### src/wlast_pkg.sv
// Shared widths and field types for the AXI write-address and write-data path
`default_nettype none

package wlast_pkg;

    // Transaction id width on the AW channel
    localparam int ID_W = 4;

    // Byte address width
    localparam int ADDR_W = 32;

    // AXI len field, which holds the beat count of a burst minus one
    localparam int LEN_W = 8;

    // Write data width and one strobe bit per data byte
    localparam int DATA_W = 32;
    localparam int STRB_W = DATA_W / 8;

    // Packed AW payload is {id, addr, len}
    localparam int AW_BITS = ID_W + ADDR_W + LEN_W;

    // Packed W payload is {data, strb}, with no last flag from the master
    localparam int W_BITS = DATA_W + STRB_W;

    // Field types, so a width mismatch between blocks shows up at the port
    typedef logic [ID_W-1:0] id_t;
    typedef logic [ADDR_W-1:0] addr_t;
    typedef logic [LEN_W-1:0] len_t;
    typedef logic [DATA_W-1:0] data_t;
    typedef logic [STRB_W-1:0] strb_t;

endpackage

`default_nettype wire

### src/wr_ingress_fifo.sv
// Two-entry valid/ready ingress FIFO that breaks timing between master and aligner
`timescale 1ns/1ps
`default_nettype none

module wr_ingress_fifo
#(
    parameter int WIDTH = 8
)
(
    input  wire              clk,
    input  wire              rst,

    // Write side, from the master
    input  wire              enq_valid,
    input  wire [WIDTH-1:0]  enq_data,
    output logic             enq_ready,

    // Read side, head of the queue
    output logic             deq_avail,
    output logic [WIDTH-1:0] deq_data,
    input  wire              deq_en
);

    // Two payload slots, written at wr_ptr and read at rd_ptr
    logic [WIDTH-1:0] mem [2];
    logic             wr_ptr;
    logic             rd_ptr;
    logic [1:0]       count;
    logic             do_enq;
    logic             do_deq;

    // Both flags come straight from the registered count
    assign enq_ready = (count != 2'd2);
    assign deq_avail = (count != 2'd0);
    assign deq_data  = mem[rd_ptr];

    assign do_enq = enq_valid && enq_ready;
    // A pop only takes effect while the head holds data
    assign do_deq = deq_en && deq_avail;

    always_ff @(posedge clk)
    begin
        if (do_enq)
        begin
            mem[wr_ptr] <= enq_data;
        end
    end

    always_ff @(posedge clk)
    begin
        if (rst)
        begin
            wr_ptr <= 1'b0;
            rd_ptr <= 1'b0;
            count  <= 2'd0;
        end
        else
        begin
            if (do_enq)
            begin
                wr_ptr <= ~wr_ptr;
            end
            if (do_deq)
            begin
                rd_ptr <= ~rd_ptr;
            end
            // A push and a pop on the same edge leave the count unchanged
            case ({do_enq, do_deq})
                2'b10:   count <= count + 2'd1;
                2'b01:   count <= count - 2'd1;
                default: count <= count;
            endcase
        end
    end

endmodule

`default_nettype wire

### src/burst_sop_tracker.sv
// Beat counter that flags the first and last beat of each write burst
`timescale 1ns/1ps
`default_nettype none

module burst_sop_tracker
    import wlast_pkg::*;
(
    input  wire       clk,
    input  wire       rst,
    input  wire       beat_fire,
    input  wire len_t burst_len,
    output logic      sop,
    output logic      eop
);

    len_t beat_cnt;
    len_t len_q;
    len_t cur_len;

    // A zero count means the next beat opens a burst
    assign sop = (beat_cnt == '0);

    // On the first beat the length comes live from the address head,
    // after that from the copy taken on that first beat
    assign cur_len = sop ? burst_len : len_q;
    assign eop     = (beat_cnt == cur_len);

    always_ff @(posedge clk)
    begin
        if (rst)
        begin
            beat_cnt <= '0;
        end
        else if (beat_fire)
        begin
            // Wrap back to zero on the last beat so sop is set for the next burst
            if (eop)
            begin
                beat_cnt <= '0;
            end
            else
            begin
                beat_cnt <= beat_cnt + len_t'(1);
            end
        end
    end

    // The address leaves with the first beat, so its length must be kept here
    always_ff @(posedge clk)
    begin
        if (beat_fire && sop)
        begin
            len_q <= burst_len;
        end
    end

endmodule

`default_nettype wire

### src/wlast_fixup.sv
// Aligns each burst's first data beat with its address and rebuilds the last flag
`timescale 1ns/1ps
`default_nettype none

module wlast_fixup
    import wlast_pkg::*;
(
    input  wire                clk,
    input  wire                rst,

    // Head of the AW ingress FIFO
    input  wire                aw_avail,
    input  wire [AW_BITS-1:0]  aw_head,
    output logic               aw_deq,

    // Head of the W ingress FIFO
    input  wire                w_avail,
    input  wire [W_BITS-1:0]   w_head,
    output logic               w_deq,

    // Combined beat towards the skid slice
    output logic               fx_valid,
    output logic               fx_has_aw,
    output id_t                fx_id,
    output addr_t              fx_addr,
    output len_t               fx_len,
    output data_t              fx_data,
    output strb_t              fx_strb,
    output logic               fx_last,
    input  wire                fx_ready
);

    logic sop;
    logic eop;
    logic beat_fire;

    // Unpack the queue heads in the same order the top packs them
    assign {fx_id, fx_addr, fx_len} = aw_head;
    assign {fx_data, fx_strb}       = w_head;

    // A burst may only start once its address is also waiting.
    // Mid-burst beats need nothing but data, since the address has already gone
    assign fx_valid  = w_avail && (!sop || aw_avail);
    assign fx_has_aw = sop;

    // Valid does not look at ready, so the slice sees a clean handshake
    assign beat_fire = fx_valid && fx_ready;

    // The address is popped together with the first beat of its burst
    assign aw_deq = beat_fire && sop;
    assign w_deq  = beat_fire;

    // This flag is the whole reason for the stage
    assign fx_last = eop;

    // Tracker advances on every beat handed to the slice and keeps the
    // burst length after the address FIFO has moved on to the next request
    burst_sop_tracker u_tracker
    (
        .clk       (clk),
        .rst       (rst),
        .beat_fire (beat_fire),
        .burst_len (fx_len),
        .sop       (sop),
        .eop       (eop)
    );

endmodule

`default_nettype wire

### src/wr_skid_slice.sv
// Registered output slice with a skid entry for the combined address and data beat
`timescale 1ns/1ps
`default_nettype none

module wr_skid_slice
    import wlast_pkg::*;
(
    input  wire         clk,
    input  wire         rst,

    // Combined beat from the fixup stage
    input  wire         fx_valid,
    input  wire         fx_has_aw,
    input  wire id_t    fx_id,
    input  wire addr_t  fx_addr,
    input  wire len_t   fx_len,
    input  wire data_t  fx_data,
    input  wire strb_t  fx_strb,
    input  wire         fx_last,
    output logic        fx_ready,

    // Memory side, all driven from the main register
    output logic        m_awvalid,
    output id_t         m_awid,
    output addr_t       m_awaddr,
    output len_t        m_awlen,
    input  wire         m_awready,
    output logic        m_wvalid,
    output data_t       m_wdata,
    output strb_t       m_wstrb,
    output logic        m_wlast,
    input  wire         m_wready
);

    // One beat is {has_aw, id, addr, len, data, strb, last}
    logic [AW_BITS+W_BITS+1:0] fx_beat;
    logic [AW_BITS+W_BITS+1:0] main_beat;
    logic [AW_BITS+W_BITS+1:0] skid_beat;
    logic                      main_valid;
    logic                      skid_valid;
    logic                      main_has_aw;
    logic                      accept;
    logic                      retire;
    logic                      main_free;

    assign fx_beat = {fx_has_aw, fx_id, fx_addr, fx_len, fx_data, fx_strb, fx_last};
    assign {main_has_aw, m_awid, m_awaddr, m_awlen, m_wdata, m_wstrb, m_wlast} = main_beat;

    // The address is only offered alongside the first data beat of its burst
    assign m_wvalid  = main_valid;
    assign m_awvalid = main_valid && main_has_aw;

    // A beat with an address needs both channels to take it on the same edge
    assign retire = main_valid && m_wready && (!main_has_aw || m_awready);

    // Ready is a pure flop output; an empty skid entry can always absorb one beat
    assign fx_ready  = !skid_valid;
    assign accept    = fx_valid && fx_ready;
    assign main_free = !main_valid || retire;

    always_ff @(posedge clk)
    begin
        if (rst)
        begin
            main_valid <= 1'b0;
            skid_valid <= 1'b0;
        end
        else if (main_free)
        begin
            // The skid entry drains first to keep beats in order
            main_valid <= skid_valid || accept;
            skid_valid <= 1'b0;
        end
        else if (accept)
        begin
            skid_valid <= 1'b1;
        end
    end

    always_ff @(posedge clk)
    begin
        if (main_free)
        begin
            main_beat <= skid_valid ? skid_beat : fx_beat;
        end
        // Parked beat while the memory side stalls
        if (accept && !main_free)
        begin
            skid_beat <= fx_beat;
        end
    end

endmodule

`default_nettype wire

### src/wr_path_top.sv
// Write path top with ingress FIFOs, WLAST fixup and registered memory-side slice
`timescale 1ns/1ps
`default_nettype none

module wr_path_top
    import wlast_pkg::*;
(
    input  wire         clk,
    input  wire         rst,

    // Master side, W carries no last flag
    input  wire         s_awvalid,
    input  wire id_t    s_awid,
    input  wire addr_t  s_awaddr,
    input  wire len_t   s_awlen,
    output logic        s_awready,
    input  wire         s_wvalid,
    input  wire data_t  s_wdata,
    input  wire strb_t  s_wstrb,
    output logic        s_wready,

    // Memory side
    output logic        m_awvalid,
    output id_t         m_awid,
    output addr_t       m_awaddr,
    output len_t        m_awlen,
    input  wire         m_awready,
    output logic        m_wvalid,
    output data_t       m_wdata,
    output strb_t       m_wstrb,
    output logic        m_wlast,
    input  wire         m_wready
);

    logic               aw_avail;
    logic [AW_BITS-1:0] aw_head;
    logic               aw_deq;
    logic               w_avail;
    logic [W_BITS-1:0]  w_head;
    logic               w_deq;

    logic               fx_valid;
    logic               fx_has_aw;
    id_t                fx_id;
    addr_t              fx_addr;
    len_t               fx_len;
    data_t              fx_data;
    strb_t              fx_strb;
    logic               fx_last;
    logic               fx_ready;

    // Address requests, packed as {id, addr, len}
    wr_ingress_fifo #(.WIDTH(AW_BITS)) aw_fifo
    (
        .clk       (clk),
        .rst       (rst),
        .enq_valid (s_awvalid),
        .enq_data  ({s_awid, s_awaddr, s_awlen}),
        .enq_ready (s_awready),
        .deq_avail (aw_avail),
        .deq_data  (aw_head),
        .deq_en    (aw_deq)
    );

    // Write beats, packed as {data, strb}
    wr_ingress_fifo #(.WIDTH(W_BITS)) w_fifo
    (
        .clk       (clk),
        .rst       (rst),
        .enq_valid (s_wvalid),
        .enq_data  ({s_wdata, s_wstrb}),
        .enq_ready (s_wready),
        .deq_avail (w_avail),
        .deq_data  (w_head),
        .deq_en    (w_deq)
    );

    wlast_fixup u_fixup
    (
        .clk       (clk),
        .rst       (rst),
        .aw_avail  (aw_avail),
        .aw_head   (aw_head),
        .aw_deq    (aw_deq),
        .w_avail   (w_avail),
        .w_head    (w_head),
        .w_deq     (w_deq),
        .fx_valid  (fx_valid),
        .fx_has_aw (fx_has_aw),
        .fx_id     (fx_id),
        .fx_addr   (fx_addr),
        .fx_len    (fx_len),
        .fx_data   (fx_data),
        .fx_strb   (fx_strb),
        .fx_last   (fx_last),
        .fx_ready  (fx_ready)
    );

    // Memory port outputs all come from flops inside the slice
    wr_skid_slice u_slice
    (
        .clk       (clk),
        .rst       (rst),
        .fx_valid  (fx_valid),
        .fx_has_aw (fx_has_aw),
        .fx_id     (fx_id),
        .fx_addr   (fx_addr),
        .fx_len    (fx_len),
        .fx_data   (fx_data),
        .fx_strb   (fx_strb),
        .fx_last   (fx_last),
        .fx_ready  (fx_ready),
        .m_awvalid (m_awvalid),
        .m_awid    (m_awid),
        .m_awaddr  (m_awaddr),
        .m_awlen   (m_awlen),
        .m_awready (m_awready),
        .m_wvalid  (m_wvalid),
        .m_wdata   (m_wdata),
        .m_wstrb   (m_wstrb),
        .m_wlast   (m_wlast),
        .m_wready  (m_wready)
    );

endmodule

`default_nettype wire

### config.mk
export PLATFORM = sky130hd
export DESIGN_NAME = wr_path_top
export DESIGN_NICKNAME = d
export VERILOG_FILES = /design/src/wlast_pkg.sv /design/src/wr_ingress_fifo.sv /design/src/burst_sop_tracker.sv /design/src/wlast_fixup.sv /design/src/wr_skid_slice.sv /design/src/wr_path_top.sv
export SDC_FILE = /design/constraint.sdc
export NUM_CORES = 1
export LEC_CHECK = 0
export BUFFER_PORTS_ARGS = -buffer_cell sky130_fd_sc_hd__buf_2
export CAP_MARGIN = 20
export CORE_ASPECT_RATIO = 0.8
export CORE_MARGIN = 5
export CORE_UTILIZATION = 59
export CTS_CLUSTER_SIZE = 30
export DETAILED_ROUTE_END_ITERATION = 7
export HOLD_SLACK_MARGIN = 0.02
export PLACE_DENSITY_LB_ADDON = 0.12
export SKIP_LAST_GASP = 1
export SLEW_MARGIN = 20
export SYNTH_ARGS = -nofsm -noshare
export SYNTH_HDL_FRONTEND = slang
export SYNTH_SLANG_ARGS = --single-unit
### constraint.sdc
create_clock -name clk -period 15 [get_ports clk]
set_input_delay 3 -clock clk [delete_from_list [all_inputs] [get_ports clk]]
set_output_delay 3 -clock clk [all_outputs]
set_load 0.02 [all_outputs]
==> run summary <==
Run status - completed
Wire per inst - 20.4 um
Setup TNS Final - 0 ps
Share of cells above drive strength 1 - 47.7%
WL final - 23,900 um
Cell Count Post-Placement - 1,109
Routed via count - 6,352
Switching power - 0.881 mW
Clock skew - 21.4 ps
WP data arrival - 5270 ps
Max Cap Violations - 0
Max Fanout on Critical Path - 63
Worst vdd ir - 0.000118 V
Tcrit/Tclk final - 34.3%
Setup crit end kind - flip-flop
Fin cells - 1,174
Pwr/cell area - 197 nW/um2
Die area - 26,400 um2
Most frequent cells in the layout - edfxtp_1 (332), buf_2 (170), mux2_2 (158)
Die width - 180 um
Pin count of the biggest net entering global routing - 66
I/O Buffers - 170
GPL Wtd Cong - 0.826
Area of the core - 22,700 um2
Internal Power - 2.17 mW
Clk slew on worst S/H paths - 60 ps
Max H-tree Level - 2
I/O pin cnt - 171
Worst min path class - flip-flop to flip-flop
GRT overflow - 0
Crit path launch type - primary input
DR pass1 iterations - 4
DP Worst Slack - 9260 ps
Post-CTS Hold Fix Bufs - 0
Rel. slew slack - 34.4%
Yosys warning count - 0
Leak pwr - 5.45 nW
Netlist cell types - 47
Post-CTS Setup Bufs - 0
FMAX - 195 MHz
Finish-stage setup viols - 0
Sequential share of power - 48.6%
Syn Nets - 820
Setup ws final - 9860 ps
Switching share of power - 28.9%
Area grow syn2layout - 13.1%
CTS buffer count - 35
Starting density of the core - 60.3%
Post-synthesis cell count - 730
Post-DP HPWL - 14,600 um
Data required time at the worst endpoint - 15,130 ps
First-pass GRT wire length - 38,200 um
Worst slew pin tran - 985 ps
Residual DRC - 0
# rows - 49
Final Critical Period - 5140 ps
Vias per cell - 5.41
Gr usage total - 18.3%
Final Util - 68.2%
RSZ-0062 raised after global routing - false
Clock Power Share - 28.3%
Skew-Pair Late Insertion Delay - 510 ps
DRT antenna net count - 0
Biggest area consumer among synthesized cells - edfxtp_1
CTS Sinks - 352
Final Cell Area - 15,500 um2
Clock root cell - clkbuf_16
Post-CTS Resized - 0
Initial antenna violation count - 4
Hold_ws - 515 ps
Final Hold Viols - 0
Most common cell after layout, fill and taps aside - edfxtp_1
Fillers - 1,519
Placed inst area - 14,300 um2
CTS tree - done
Overall power - 3.05 mW
Seq/Total Area, Yosys - 75.8%
Number of synthesized flops with an enable pin - 332
Synthesized area - 13,700 um2
Iter 0 DRT Violations - 419
Power share of the combinational group - 23.1%
Ys flop type - edfxtp_1
Pins Over Slew Limit - 0
Ys async rst share - 0%
Synth top area share - 72.9%
Die height - 146 um
Mean post-synth cell area - 18.7 um2
Synth area leaders - edfxtp_1 (73%), mux2_2 (13%), buf_4 (4.4%)
Vias in the first global route - 6,853
CTS Buffer Depth - 3
Final Net Count - 931
CP Class - primary input to flip-flop
#FFs+latches synth - 352
[synthesized netlist by cell type, types with 3 or more instances]
cell type,instances
o21ai_0,4
ha_1,4
buf_1,6
nand2_1,10
buf_4,80
a221oi_1,3
mux2_4,4
xnor2_1,11
inv_1,9
buf_2,5
a211oi_1,3
nor4_1,3
nor3_1,4
dfxtp_1,20
a21oi_1,10
clkbuf_1,9
nor2_1,15
edfxtp_1,332
mux2_2,158
xor2_1,5
[registers in the layout, indices dropped and copies added (netlist names), named ones only]
signal	cells
aw_fifo.mem	88
u_slice.main_beat	82
u_slice.skid_beat	82
w_fifo.mem	72
u_fixup.u_tracker.beat_cnt	8
u_fixup.u_tracker.len_q	8
aw_fifo.count	2
w_fifo.count	2
aw_fifo.rd_ptr	1
aw_fifo.wr_ptr	1
u_slice.m_wvalid	1
u_slice.skid_valid	1
w_fifo.rd_ptr	1
w_fifo.wr_ptr	1
[power groups by stage]
stage | registers, mW | logic, mW | clock network (mW)
finish | 1.48 | 0.704 | 0.864
global route | 1.51 | 0.761 | 0.930
CTS | 1.49 | 0.713 | 0.885
detailed placement | 1.50 | 0.708 | 0
global placement | 1.49 | 0.692 | 0
floorplan | 1.45 | 0.654 | 0
[cells by family after synthesis]
| group | synth area share (%) |
|---|---|
| AO/OA/AOI/OAI | 1.86 |
| multiplexers | 13.4 |
| XOR/XNOR | 1.02 |
| AND/OR/NAND/NOR | 2.11 |
| flip-flops | 75.8 |
| adder cells (fa/ha/maj) | 0.366 |
| buffers and inverters | 5.42 |
[worst max-delay path: stages]
cell	delay [ps]
buf_2	90
o21ai_0	290
nand2_4	390
nor2_4	600
buf_4	760
[routing by layer]
metal  vias up  GRT usage (%)  share of wire, %  wire, um
li1       2931              -                 -         -
met1      3189           25.0                44     10500
met2       182           29.9                48     11500
met3        46           4.08               5.4      1290
met4         4           5.82               2.6       614
met5         -              0              0.13        32
[path summary, 6_finish.rpt]
check	endpoint	slack, ps	start	cells past startpoint
min reg2reg	flip-flop	520	aw_fifo.rd_ptr	2
max reg2reg	u_slice.skid_beat[60]	12080	u_slice.main_beat[81]	5
max	u_slice.skid_beat[60]	9860	m_awready	5
min	flip-flop	520	aw_fifo.rd_ptr	2
[area by class of cell]
type | count | area (um2) | share of cell area, %
timing repair buffer | 176 | 916 | 5.92
antenna | 2 | 5.00 | 0.0323
tap | 306 | 383 | 2.47
sequential | 352 | 10400 | 67.1
clock inverter | 21 | 203 | 1.31
inverter | 11 | 43.8 | 0.283
multi-input combinational | 265 | 2610 | 16.9
clock buffer | 41 | 941 | 6.08
No activity file was read; power rests on OpenSTA's default activity.
